### src/rtl/ilk_tx_pkg.sv
// shared sizes, register addresses and end-of-packet codes for the Interlaken transmit front end
package ilk_tx_pkg;

	////////////////////////////////////////
	// beat geometry

	// number of 64-bit words carried by one beat
	localparam int num_dat_words = 2;
	// enough bits to hold 0 to num_dat_words inclusive
	localparam int log_dat_words = 2;
	localparam int dat_width = 64 * num_dat_words;

	// bytes in one 64-bit word and the bits to index them
	localparam int word_bytes = 8;
	localparam int word_byte_bits = 3;

	// Avalon empty field, counts unused bytes in the beat
	localparam int empty_width = 4;

	////////////////////////////////////////
	// end-of-packet codes

	localparam logic [3:0] eop_none = 4'b0000;
	localparam logic [3:0] eop_error = 4'b0001;
	// top bit marks a good end, low 3 bits give bytes in the last word (0 means 8)
	localparam logic [3:0] eop_flag = 4'b1000;

	////////////////////////////////////////
	// channels and configuration registers

	localparam int num_chans = 2;
	localparam int chan_width = 8;
	localparam int cfg_addr_width = 2;

	localparam logic [cfg_addr_width-1:0] cfg_addr_enables = 2'd0;
	localparam logic [cfg_addr_width-1:0] cfg_addr_chan0 = 2'd1;
	localparam logic [cfg_addr_width-1:0] cfg_addr_chan1 = 2'd2;

	// channel numbers seen after reset
	localparam logic [chan_width-1:0] chan_id0_rst = 8'd0;
	localparam logic [chan_width-1:0] chan_id1_rst = 8'd1;

endpackage

### src/rtl/avl_to_ilk_adapter.sv
// combinational adapter from one Avalon-ST beat to an Interlaken word count and eop code
`timescale 1ns/1ns

module avl_to_ilk_adapter (
	input logic [ilk_tx_pkg::dat_width-1:0] avl_data,
	input logic avl_sop,
	input logic avl_eop,
	input logic avl_valid,
	input logic [ilk_tx_pkg::empty_width-1:0] avl_empty,
	input logic avl_error,
	output logic avl_ready,

	output logic [ilk_tx_pkg::dat_width-1:0] ilk_data,
	output logic [ilk_tx_pkg::log_dat_words-1:0] ilk_num_valid,
	output logic ilk_sop,
	output logic [3:0] ilk_eopbits,
	output logic ilk_valid,
	input logic ilk_ready
);

	import ilk_tx_pkg::*;

	// empty bytes split into whole unused words and a partial word
	logic [empty_width-word_byte_bits-1:0] empty_words;
	logic [word_byte_bits-1:0] empty_bytes;
	logic [word_byte_bits-1:0] last_bytes;

	assign empty_words = avl_empty[empty_width-1:word_byte_bits];
	assign empty_bytes = avl_empty[word_byte_bits-1:0];

	// a full last word wraps to zero, which the code reads as eight bytes
	assign last_bytes = word_byte_bits'(word_bytes - empty_bytes);

	////////////////////////////////////////
	// word count

	always_comb begin
		if (avl_eop) begin
			ilk_num_valid = log_dat_words'(num_dat_words - empty_words);
		end else begin
			ilk_num_valid = log_dat_words'(num_dat_words);
		end
	end

	////////////////////////////////////////
	// end-of-packet code

	always_comb begin
		if (!avl_eop) begin
			ilk_eopbits = eop_none;
		end else if (avl_error) begin
			// an errored packet drops the byte count entirely
			ilk_eopbits = eop_error;
		end else begin
			ilk_eopbits = eop_flag | {1'b0, last_bytes};
		end
	end

	// payload and framing go straight through with no latency
	assign ilk_data = avl_data;
	assign ilk_sop = avl_sop;
	assign ilk_valid = avl_valid;

	// the downstream grant is the source's ready
	assign avl_ready = ilk_ready;

endmodule

### src/rtl/ilk_tx_top.sv
// top level of the two-channel transmit front end, configuration block beside the arbiter
`timescale 1ns/1ns

module ilk_tx_top (
	input logic clk,
	input logic arst,

	input logic cfg_wr,
	input logic [ilk_tx_pkg::cfg_addr_width-1:0] cfg_addr,
	input logic [ilk_tx_pkg::chan_width-1:0] cfg_wdata,
	output logic [ilk_tx_pkg::chan_width-1:0] cfg_rdata,

	input logic [ilk_tx_pkg::dat_width-1:0] ch0_avl_data,
	input logic ch0_avl_sop,
	input logic ch0_avl_eop,
	input logic ch0_avl_valid,
	input logic [ilk_tx_pkg::empty_width-1:0] ch0_avl_empty,
	input logic ch0_avl_error,
	output logic ch0_avl_ready,

	input logic [ilk_tx_pkg::dat_width-1:0] ch1_avl_data,
	input logic ch1_avl_sop,
	input logic ch1_avl_eop,
	input logic ch1_avl_valid,
	input logic [ilk_tx_pkg::empty_width-1:0] ch1_avl_empty,
	input logic ch1_avl_error,
	output logic ch1_avl_ready,

	output logic [ilk_tx_pkg::log_dat_words-1:0] out_num_valid,
	output logic [ilk_tx_pkg::dat_width-1:0] out_data,
	output logic [ilk_tx_pkg::chan_width-1:0] out_chan,
	output logic out_sop,
	output logic [3:0] out_eopbits,
	input logic out_ready,
	output logic out_valid
);

	import ilk_tx_pkg::*;

	// configuration levels into the arbiter
	logic [num_chans-1:0] chan_enables;
	logic [chan_width-1:0] chan_id0;
	logic [chan_width-1:0] chan_id1;

	tx_chan_config u_cfg (
		.clk(clk),
		.arst(arst),
		.cfg_wr(cfg_wr),
		.cfg_addr(cfg_addr),
		.cfg_wdata(cfg_wdata),
		.cfg_rdata(cfg_rdata),
		.chan_enables(chan_enables),
		.chan_id0(chan_id0),
		.chan_id1(chan_id1)
	);

	tx_two_chan_arbiter u_arb (
		.clk(clk),
		.arst(arst),
		.chan_enables(chan_enables),
		.chan_id0(chan_id0),
		.chan_id1(chan_id1),
		.ch0_avl_data(ch0_avl_data),
		.ch0_avl_sop(ch0_avl_sop),
		.ch0_avl_eop(ch0_avl_eop),
		.ch0_avl_valid(ch0_avl_valid),
		.ch0_avl_empty(ch0_avl_empty),
		.ch0_avl_error(ch0_avl_error),
		.ch0_avl_ready(ch0_avl_ready),
		.ch1_avl_data(ch1_avl_data),
		.ch1_avl_sop(ch1_avl_sop),
		.ch1_avl_eop(ch1_avl_eop),
		.ch1_avl_valid(ch1_avl_valid),
		.ch1_avl_empty(ch1_avl_empty),
		.ch1_avl_error(ch1_avl_error),
		.ch1_avl_ready(ch1_avl_ready),
		.out_num_valid(out_num_valid),
		.out_data(out_data),
		.out_chan(out_chan),
		.out_sop(out_sop),
		.out_eopbits(out_eopbits),
		.out_ready(out_ready),
		.out_valid(out_valid)
	);

endmodule

### src/rtl/rr_arbiter.sv
// combinational rotating-base priority arbiter, one-hot or zero grant of any width
`timescale 1ns/1ns

module rr_arbiter #(
	parameter int WIDTH = 2
) (
	input logic [WIDTH-1:0] req,
	input logic [WIDTH-1:0] base,
	output logic [WIDTH-1:0] grant
);

	// requests repeated twice so the search can wrap past the top bit
	logic [2*WIDTH-1:0] dbl_req;
	logic [2*WIDTH-1:0] dbl_base;
	logic [2*WIDTH-1:0] dbl_grant;

	assign dbl_req = {req, req};
	assign dbl_base = {{WIDTH{1'b0}}, base};

	// subtracting the one-hot base clears the lowest request at or above it,
	// so the surviving difference bit marks the winner
	assign dbl_grant = dbl_req & ~(dbl_req - dbl_base);

	// the winner is in one half or the other, never both
	assign grant = dbl_grant[WIDTH-1:0] | dbl_grant[2*WIDTH-1:WIDTH];

endmodule

### src/rtl/tx_chan_config.sv
// software register block holding channel enables and channel numbers, with readback
`timescale 1ns/1ns

module tx_chan_config (
	input logic clk,
	input logic arst,

	input logic cfg_wr,
	input logic [ilk_tx_pkg::cfg_addr_width-1:0] cfg_addr,
	input logic [ilk_tx_pkg::chan_width-1:0] cfg_wdata,
	output logic [ilk_tx_pkg::chan_width-1:0] cfg_rdata,

	output logic [ilk_tx_pkg::num_chans-1:0] chan_enables,
	output logic [ilk_tx_pkg::chan_width-1:0] chan_id0,
	output logic [ilk_tx_pkg::chan_width-1:0] chan_id1
);

	import ilk_tx_pkg::*;

	////////////////////////////////////////
	// register writes

	always_ff @(posedge clk or posedge arst) begin
		if (arst) begin
			chan_enables <= '0;
			chan_id0 <= chan_id0_rst;
			chan_id1 <= chan_id1_rst;
		end else if (cfg_wr) begin
			case (cfg_addr)
				cfg_addr_enables: begin
					chan_enables <= cfg_wdata[num_chans-1:0];
				end
				cfg_addr_chan0: begin
					chan_id0 <= cfg_wdata;
				end
				cfg_addr_chan1: begin
					chan_id1 <= cfg_wdata;
				end
				default: begin
					// writes to the spare address are dropped
				end
			endcase
		end
	end

	////////////////////////////////////////
	// readback

	// combinational from the address, unused bits read as zero
	always_comb begin
		cfg_rdata = '0;
		case (cfg_addr)
			cfg_addr_enables: begin
				cfg_rdata[num_chans-1:0] = chan_enables;
			end
			cfg_addr_chan0: begin
				cfg_rdata = chan_id0;
			end
			cfg_addr_chan1: begin
				cfg_rdata = chan_id1;
			end
			default: begin
				cfg_rdata = '0;
			end
		endcase
	end

endmodule

### src/rtl/tx_two_chan_arbiter.sv
// two-channel per-beat arbiter that merges adapted Avalon-ST beats onto one tagged stream
`timescale 1ns/1ns

module tx_two_chan_arbiter (
	input logic clk,
	input logic arst,

	input logic [ilk_tx_pkg::num_chans-1:0] chan_enables,
	input logic [ilk_tx_pkg::chan_width-1:0] chan_id0,
	input logic [ilk_tx_pkg::chan_width-1:0] chan_id1,

	input logic [ilk_tx_pkg::dat_width-1:0] ch0_avl_data,
	input logic ch0_avl_sop,
	input logic ch0_avl_eop,
	input logic ch0_avl_valid,
	input logic [ilk_tx_pkg::empty_width-1:0] ch0_avl_empty,
	input logic ch0_avl_error,
	output logic ch0_avl_ready,

	input logic [ilk_tx_pkg::dat_width-1:0] ch1_avl_data,
	input logic ch1_avl_sop,
	input logic ch1_avl_eop,
	input logic ch1_avl_valid,
	input logic [ilk_tx_pkg::empty_width-1:0] ch1_avl_empty,
	input logic ch1_avl_error,
	output logic ch1_avl_ready,

	output logic [ilk_tx_pkg::log_dat_words-1:0] out_num_valid,
	output logic [ilk_tx_pkg::dat_width-1:0] out_data,
	output logic [ilk_tx_pkg::chan_width-1:0] out_chan,
	output logic out_sop,
	output logic [3:0] out_eopbits,
	input logic out_ready,
	output logic out_valid
);

	import ilk_tx_pkg::*;

	// adapted beats, one set per channel
	logic [dat_width-1:0] ch0_data;
	logic [log_dat_words-1:0] ch0_num_valid;
	logic ch0_sop;
	logic [3:0] ch0_eopbits;
	logic ch0_valid;
	logic ch0_ready;

	logic [dat_width-1:0] ch1_data;
	logic [log_dat_words-1:0] ch1_num_valid;
	logic ch1_sop;
	logic [3:0] ch1_eopbits;
	logic ch1_valid;
	logic ch1_ready;

	logic [num_chans-1:0] req;
	logic [num_chans-1:0] base;
	logic [num_chans-1:0] grant;
	logic [num_chans-1:0] grant_next;
	logic enc_grant;

	avl_to_ilk_adapter u_adapt0 (
		.avl_data(ch0_avl_data),
		.avl_sop(ch0_avl_sop),
		.avl_eop(ch0_avl_eop),
		.avl_valid(ch0_avl_valid),
		.avl_empty(ch0_avl_empty),
		.avl_error(ch0_avl_error),
		.avl_ready(ch0_avl_ready),
		.ilk_data(ch0_data),
		.ilk_num_valid(ch0_num_valid),
		.ilk_sop(ch0_sop),
		.ilk_eopbits(ch0_eopbits),
		.ilk_valid(ch0_valid),
		.ilk_ready(ch0_ready)
	);

	avl_to_ilk_adapter u_adapt1 (
		.avl_data(ch1_avl_data),
		.avl_sop(ch1_avl_sop),
		.avl_eop(ch1_avl_eop),
		.avl_valid(ch1_avl_valid),
		.avl_empty(ch1_avl_empty),
		.avl_error(ch1_avl_error),
		.avl_ready(ch1_avl_ready),
		.ilk_data(ch1_data),
		.ilk_num_valid(ch1_num_valid),
		.ilk_sop(ch1_sop),
		.ilk_eopbits(ch1_eopbits),
		.ilk_valid(ch1_valid),
		.ilk_ready(ch1_ready)
	);

	////////////////////////////////////////
	// request qualification and arbitration

	// a request needs the enable, a valid beat and at least one word in it
	always_ff @(posedge clk or posedge arst) begin
		if (arst) begin
			req <= '0;
			base <= num_chans'(1);
			grant <= '0;
			enc_grant <= 1'b0;
		end else if (out_ready) begin
			req[0] <= chan_enables[0] & ch0_valid & (|ch0_num_valid);
			req[1] <= chan_enables[1] & ch1_valid & (|ch1_num_valid);
			base <= {base[num_chans-2:0], base[num_chans-1]};
			grant <= grant_next;
			enc_grant <= grant_next[1];
		end
	end

	rr_arbiter #(
		.WIDTH(num_chans)
	) u_arb (
		.req(req),
		.base(base),
		.grant(grant_next)
	);

	////////////////////////////////////////
	// output registers

	// a stale grant or a dropped valid turns the slot into a bubble
	always_ff @(posedge clk or posedge arst) begin
		if (arst) begin
			out_num_valid <= '0;
		end else if (out_ready) begin
			if (!(|grant)) begin
				out_num_valid <= '0;
			end else if (!enc_grant) begin
				out_num_valid <= ch0_num_valid & {log_dat_words{ch0_valid}};
			end else begin
				out_num_valid <= ch1_num_valid & {log_dat_words{ch1_valid}};
			end
		end
	end

	always_ff @(posedge clk) begin
		if (out_ready) begin
			if (!enc_grant) begin
				out_data <= ch0_data;
				out_sop <= ch0_sop;
				out_eopbits <= ch0_eopbits;
				out_chan <= chan_id0;
			end else begin
				out_data <= ch1_data;
				out_sop <= ch1_sop;
				out_eopbits <= ch1_eopbits;
				out_chan <= chan_id1;
			end
		end
	end

	// the granted source is taken on the same edge the output loads its beat
	assign ch0_ready = grant[0] & out_ready;
	assign ch1_ready = grant[1] & out_ready;
	assign out_valid = |out_num_valid;

endmodule

### config.mk
export PLATFORM = sky130hd
export DESIGN_NAME = ilk_tx_top
export DESIGN_NICKNAME = d
export VERILOG_FILES = /design/src/rtl/ilk_tx_pkg.sv /design/src/rtl/avl_to_ilk_adapter.sv /design/src/rtl/ilk_tx_top.sv /design/src/rtl/rr_arbiter.sv /design/src/rtl/tx_chan_config.sv /design/src/rtl/tx_two_chan_arbiter.sv
export SDC_FILE = /design/constraint.sdc
export NUM_CORES = 1
export LEC_CHECK = 0
export BUFFER_PORTS_ARGS = -buffer_cell sky130_fd_sc_hd__buf_2
export CORE_AREA = 2 2 169 171
export CTS_CLUSTER_DIAMETER = 40
export DETAILED_ROUTE_END_ITERATION = 16
export DIE_AREA = 0 0 171 173
export SLEW_MARGIN = 10
export SYNTH_ARGS = -nofsm -noshare
export SYNTH_HDL_FRONTEND = slang
export SYNTH_SLANG_ARGS = --single-unit
export TNS_END_PERCENT = 30
### constraint.sdc
create_clock -name clk -period 2 [get_ports clk]
set_clock_uncertainty 0.1 [all_clocks]
set_input_delay 0.3 -clock clk [delete_from_list [all_inputs] [get_ports clk]]
set_output_delay 0.3 -clock clk [all_outputs]
set_load 0.01 [all_outputs]
=== After elaboration in Yosys (flattened, before gate mapping) ===
Cells that the tools add are included.

* Memory bits (writable): 0
* ROM bits: 0
* Input bits: 286
* Bits in latches: 0
* Output and inout bits: 154
* Word-level logic and storage cells: 52
* Memories: 0
* Register bits after elaboration: 168

* Equality and inequality tests: 2
* Reduce and logical (&&, ||, !) cells: 8
* Bitwise logic cells: 11
* $lt $le $gt $ge: 0
* Shift-type cells: 0
* Add/subtract/negate cells: 5
* Muxes and demuxes: 14
* Multipliers: 0
* Divide/modulo/power cells: 0

{| class="wikitable"
|+ Operator list
! cell !! count
|-
| 128-bit 2-to-1 mux || 1
|-
| 4-bit 2-to-1 mux || 5
|-
| 6-bit one-hot mux with 2 select lines || 1
|-
| 2-bit 2-to-1 mux || 4
|-
| 8-bit 2-to-1 mux || 1
|-
| 2-bit OR reduction || 4
|-
| 1-bit AND || 6
|-
| 2-bit one-hot mux with 3 select lines || 1
|-
| 2-bit AND reduction || 3
|-
| 1-bit by 3-bit subtractor with 3-bit output (first input constant) || 2
|-
| 2-bit AND || 2
|-
| 4-bit AND || 1
|-
| 4-bit inverter || 1
|-
| 2-bit by 1-bit subtractor with 2-bit output (first input constant) || 2
|-
| 4-bit by 2-bit subtractor with 4-bit output || 1
|-
| 2-bit by 1-bit == test with 1-bit output (second input constant) || 1
|-
| 2-bit == test (second input constant) || 1
|-
| 2-bit zero test || 1
|-
| 2-bit OR || 1
|-
| 1-bit 2-to-1 mux || 1
|}

=== Logic depth before layout (Yosys ltp) ===
* Word-level depth: 5
* Mapped depth: 5
* Gate-level depth less buffers: 5

=== Hierarchy ===
From an unflattened synthesis, not the netlist that was laid out.

* Cells, all modules: 683
* Area, all modules: 9618.0 µm²

{| class="wikitable"
|+ By module, submodules not included
! module !! cells an instance !! area each (µm²) !! instances !! seq. area each (µm²)
|-
| tx_two_chan_arbiter || 327 || 6571.3 || 1 || 4435.5
|-
| avl_to_ilk_adapter || 141 || 1053.5 || 2 || 0.0
|-
| tx_chan_config || 64 || 867.1 || 1 || 451.7
|-
| rr_arbiter || 10 || 72.6 || 1 || 0.0
|}

=== Worst setup path before layout ===
OpenSTA, ideal clock, no wires.

* Path kind: flip-flop to flip-flop
* Start: register u_arb.base[0]
* End: register u_arb.enc_grant
* Data required time: 1773 ps
* Buffers on the path: 0
* Arrival time: 1276 ps
* Period minus slack after synthesis: 1503 ps
* Setup slack: 497 ps
* Stages on the path, launching flop included: 5
* Library setup time: 127 ps
* Cells stage by stage: dfstp_2 nor2b_1 fa_1 a21oi_1 o22ai_1

* Cells in the longest elaborated chain, start to end: 4

{| class="wikitable"
|+ RTL lines
! item !! line !! source
|-
| from (decl) || tx_two_chan_arbiter.sv:55 || <nowiki>logic [num_chans-1:0] base;</nowiki>
|-
| from (signal assigned) || tx_two_chan_arbiter.sv:99 || <nowiki>base <= num_chans'(1);</nowiki>
|-
| from (signal assigned) || tx_two_chan_arbiter.sv:105 || <nowiki>base <= {base[num_chans-2:0], base[num_chans-1]};</nowiki>
|-
| 4-bit by 2-bit subtractor with 4-bit output || rr_arbiter.sv:22 || <nowiki>assign dbl_grant = dbl_req & ~(dbl_req - dbl_base);</nowiki>
|-
| 4-bit inverter || rr_arbiter.sv:22 ||
|-
| 4-bit AND || rr_arbiter.sv:22 ||
|-
| 2-bit OR || rr_arbiter.sv:25 || <nowiki>assign grant = dbl_grant[WIDTH-1:0] | dbl_grant[2*WIDTH-1:WIDTH];</nowiki>
|-
| to (signal assigned) || tx_two_chan_arbiter.sv:107 || <nowiki>enc_grant <= grant_next[1];</nowiki>
|-
| to (decl) || tx_two_chan_arbiter.sv:58 || <nowiki>logic enc_grant;</nowiki>
|}

No other way between the ends.
A chain may end at the register's enable or synchronous reset.

=== Worst setup path in the final report ===
* Start: input port cfg_addr[1] (netlist name)
* End: output port cfg_rdata[0] (netlist name)

* Cells in the longest elaborated chain, start to end: 2
* Elaborated cells on any way between the ends: 4
* Classes of those cells: 2 x eq/ne; 1 x mux; 1 x reduce/logical

{| class="wikitable"
|+ RTL lines
! item !! line !! source
|-
| from (decl) || ilk_tx_top.sv:9 || <nowiki>input logic [ilk_tx_pkg::cfg_addr_width-1:0] cfg_addr,</nowiki>
|-
| 2-bit == test, or another cell as far along || tx_chan_config.sv:52 || <nowiki>case (cfg_addr)</nowiki>
|-
| 2-bit one-hot mux with 3 select lines (*) || tx_chan_config.sv:52 ||
|-
| to (decl) || ilk_tx_top.sv:11 || <nowiki>output logic [ilk_tx_pkg::chan_width-1:0] cfg_rdata,</nowiki>
|}

Every way passes the cells marked *; elsewhere a longest branch is shown, timed or not.

==> reports/results.ini <==
[routing]
drt_first_iter_violations=314
wl_um=21100
drc=0
avgViaCountPerCell=4.21
avgRoutedWirePerCell_um=16.6
drt_first_pass_iters=4
antenna_left=0
num_vias=5359

[finish]
utilization_pct=39.3
final_layout_size_suffix_gt1_share_pct=72.4
diodes=0
syn2layout_area_growth_pct=44.1
finish.instance_area_um2=10800
nets=1176

[pwr]
power.density_nw_per_um2=912
power.leakage_uw=0.00486
p_sw_uw=2570
pwr-share-seq_pct=45.5
combinationalPowerShare_pct=23.0
pwr-share-clk_pct=31.5
irDropWorstVdd_v=0.000395
switching_share_pct=25.9
power.internal_uw=7330

[placed_design]
io_buffers=439
hpwl_um=16500
gp_congestion=0.783
placed_area_um2=10300

[sta]
period_minus_slack_ns=1.84
fmax_mhz=544
tns_ns=0
period_share_pct=91.9
holdWs_ns=0.0332
drv_slew=0
setup_viol=0
relSlewSlack_pct=71.9
rsz0062_at_grt=no
final_hold_viol_count=0
tightest_slew_ns=0.422

[logic_synthesis]
yosys_warnings=0
synth_cells=422
synth_top_area_share_pct=56.3
synthFlopType=edfxtp_1
ys_async_sr_fraction_pct=15.6
syn_area_um2=7530
ys_seq_area_share_pct=64.9
synth_nets=716
ys_ff_latch=167
synth_top_cell_by_area=edfxtp_1
synth.avg_cell_area_um2=17.8
synth_area_leaders=edfxtp_1 (56%), mux2_2 (15%), mux2_4 (11%)
synth-edff-count=141
synth_cell_types=34

[global_route]
use_met1_pct=16.1
grt_util_met3_pct=4.12
busiest_layer=met2
grt_use_total_pct=13.9
grt_antenna_before_repair=2
grt_pass1_vias=5501
overflow=0
grt_max_degree=64
grt_pass1_wl_um=30900
use_met2_pct=24.7

[setup_path]
cp-start-kind=input port
worstPathArrival_ns=1.44
path_class=in -> out
crit_chain=buf_2 > inv_1 > ha_1 > a222oi_1 > nor2_1 > buf_2
critPathMaxStageDelay_ns=0.45
cp-end-kind=primary output
required_ns=1.60
critPathMaxFanout=9
cpMostUsedCell=buf_2
slowest_stage=a222oi_1

[min_path]
min_path_type=in -> reg

[clock_tree]
clockBufferDepth=2
clk_pin_slew_ns=0.07
cts_num_sinks=167
cts_tree=done
clock_latency_ns=0.42
clockRootBuffer=clkbuf_16
htree_levels=4
numCtsBuffers=17
cts_resized=0

[flow_run]
maxCapViolations=0

[die]
initial_core_util_pct=27.2
ioPinCount=440
fp.coreArea_um2=27600
die_area_um2=29600
placementRows=61
die_w_um=171
dieHeight_um=173

[outcome]
status=complete, no violations

-- sequential cells by signal, summed over array words and instances (netlist names) --
name	cells
u_arb.out_data	128
u_arb.out_chan	8
u_cfg.chan_id0	8
u_cfg.chan_id1	8
u_arb.out_eopbits	4
u_arb.base	2
u_arb.out_num_valid	2
u_arb.req	2
u_cfg.chan_enables	2
u_arb.enc_grant	1
u_arb.grant	1
u_arb.out_sop	1
-- per-stage QoR --
stage               power [µW]  setup WS [ns]  instances
finish                    9890          0.161       1273
detailed placement        6890          0.171       1237
global route             10400         0.0550       1273
CTS                      10000          0.126       1273
global placement          6850          0.249       1237
floorplan                 5920          0.497        422
-- critical path, delay by kind of cell --
kind | cells | cell delay [ns]
compound gates | 1 | 0.45
fa+ha+maj | 1 | 0.32
buf+inv | 3 | 0.30
simple gates | 1 | 0.07
-- cells by family after synthesis --
logic type               synth area share [%]
flip-flops                               64.9
multiplexers                             26.1
buffers and inverters                    2.73
AND/OR/NAND/NOR                          2.56
AO/OA/AOI/OAI                            2.04
adder cells (fa/ha/maj)                  1.43
XOR/XNOR                                0.233
-- cell usage after synthesis, types with 2 or more instances --
cell      count
nor2_1        3
nand2_2       2
ha_1          7
inv_1        15
nand2b_1      2
buf_6         8
dfrtp_1      24
nor2b_1       7
nand3_1       3
o211ai_1      2
mux2_4       55
o22ai_1       2
dfstp_2       2
edfxtp_1    141
a222oi_1      2
mux2_2      101
nand2_1       7
a22oi_1       6
buf_2        11
xor2_1        2
o21ai_0       6
and2_1        2
-- power by group through the flow --
stage	Combinational (µW)	Sequential [µW]	Clock, µW
2_1_floorplan	1200	4720	0
3_3_place_gp	2290	4570	0
3_5_place_dp	2320	4580	0
4_1_cts	2330	4500	3210
5_1_grt	2470	4550	3390
6_report	2280	4500	3110
-- cell usage in the layout (no fill, tap or decap), types with 3 or more instances in the layout --
| cell | synthesis | layout |
|---|---|---|
| a22oi_1 | 6 | 6 |
| buf_12 | 0 | 6 |
| buf_2 | 11 | 438 |
| buf_4 | 0 | 12 |
| clkbuf_1 | 1 | 4 |
| clkbuf_16 | 0 | 17 |
| clkinvlp_4 | 0 | 4 |
| dfrtp_1 | 24 | 23 |
| dlygate4sd3_1 | 0 | 4 |
| edfxtp_1 | 141 | 141 |
| ha_1 | 7 | 7 |
| inv_1 | 15 | 15 |
| mux2_2 | 101 | 101 |
| mux2_4 | 55 | 55 |
| nand2_1 | 7 | 7 |
| nand3_1 | 3 | 3 |
| nor2_1 | 3 | 3 |
| nor2b_1 | 7 | 7 |
| o21ai_0 | 6 | 6 |
-- worst paths after layout --
kind	start	slack, ns	endpoint	cells after the start
max	cfg_addr[1]	0.16	cfg_rdata[0]	6
min	ch0_avl_valid	0.03	u_arb.req[0]	3
max reg2reg	u_arb.enc_grant	0.40	u_arb.out_data[64]	3
min reg2reg	u_cfg.chan_id1[4]	0.44	u_cfg.chan_id1[4]	1
max in group asynchronous	arst	1.12	u_cfg.chan_id1[0]	4
min in group asynchronous	arst	0.38	u_arb.out_num_valid[0]	4
-- layer usage --
metal | wire length (µm) | vias up | part of all wire, %
met5 | 8 | - | 0.038
met4 | 347 | 2 | 1.6
met3 | 1770 | 26 | 8.4
met2 | 10700 | 271 | 51
met1 | 8270 | 2530 | 39
li1 | - | 2530 | -
-- timing repair --
action / in CTS / in global routing
hold buffers: 4 / 0
hold endpoints to repair: 30 / 0
setup buffers: 0 / 0
-- layout make-up --
| type | instances | area (µm²) |
|---|---|---|
| clock buffer | 21 | 440 |
| clock inverter | 11 | 100 |
| fill | 2669 | 16800 |
| inverter | 15 | 56.3 |
| multi-input combinational | 220 | 2430 |
| sequential | 167 | 4890 |
| tap | 378 | 473 |
| timing repair buffer | 461 | 2450 |
No activity file was read; power rests on OpenSTA's default activity.
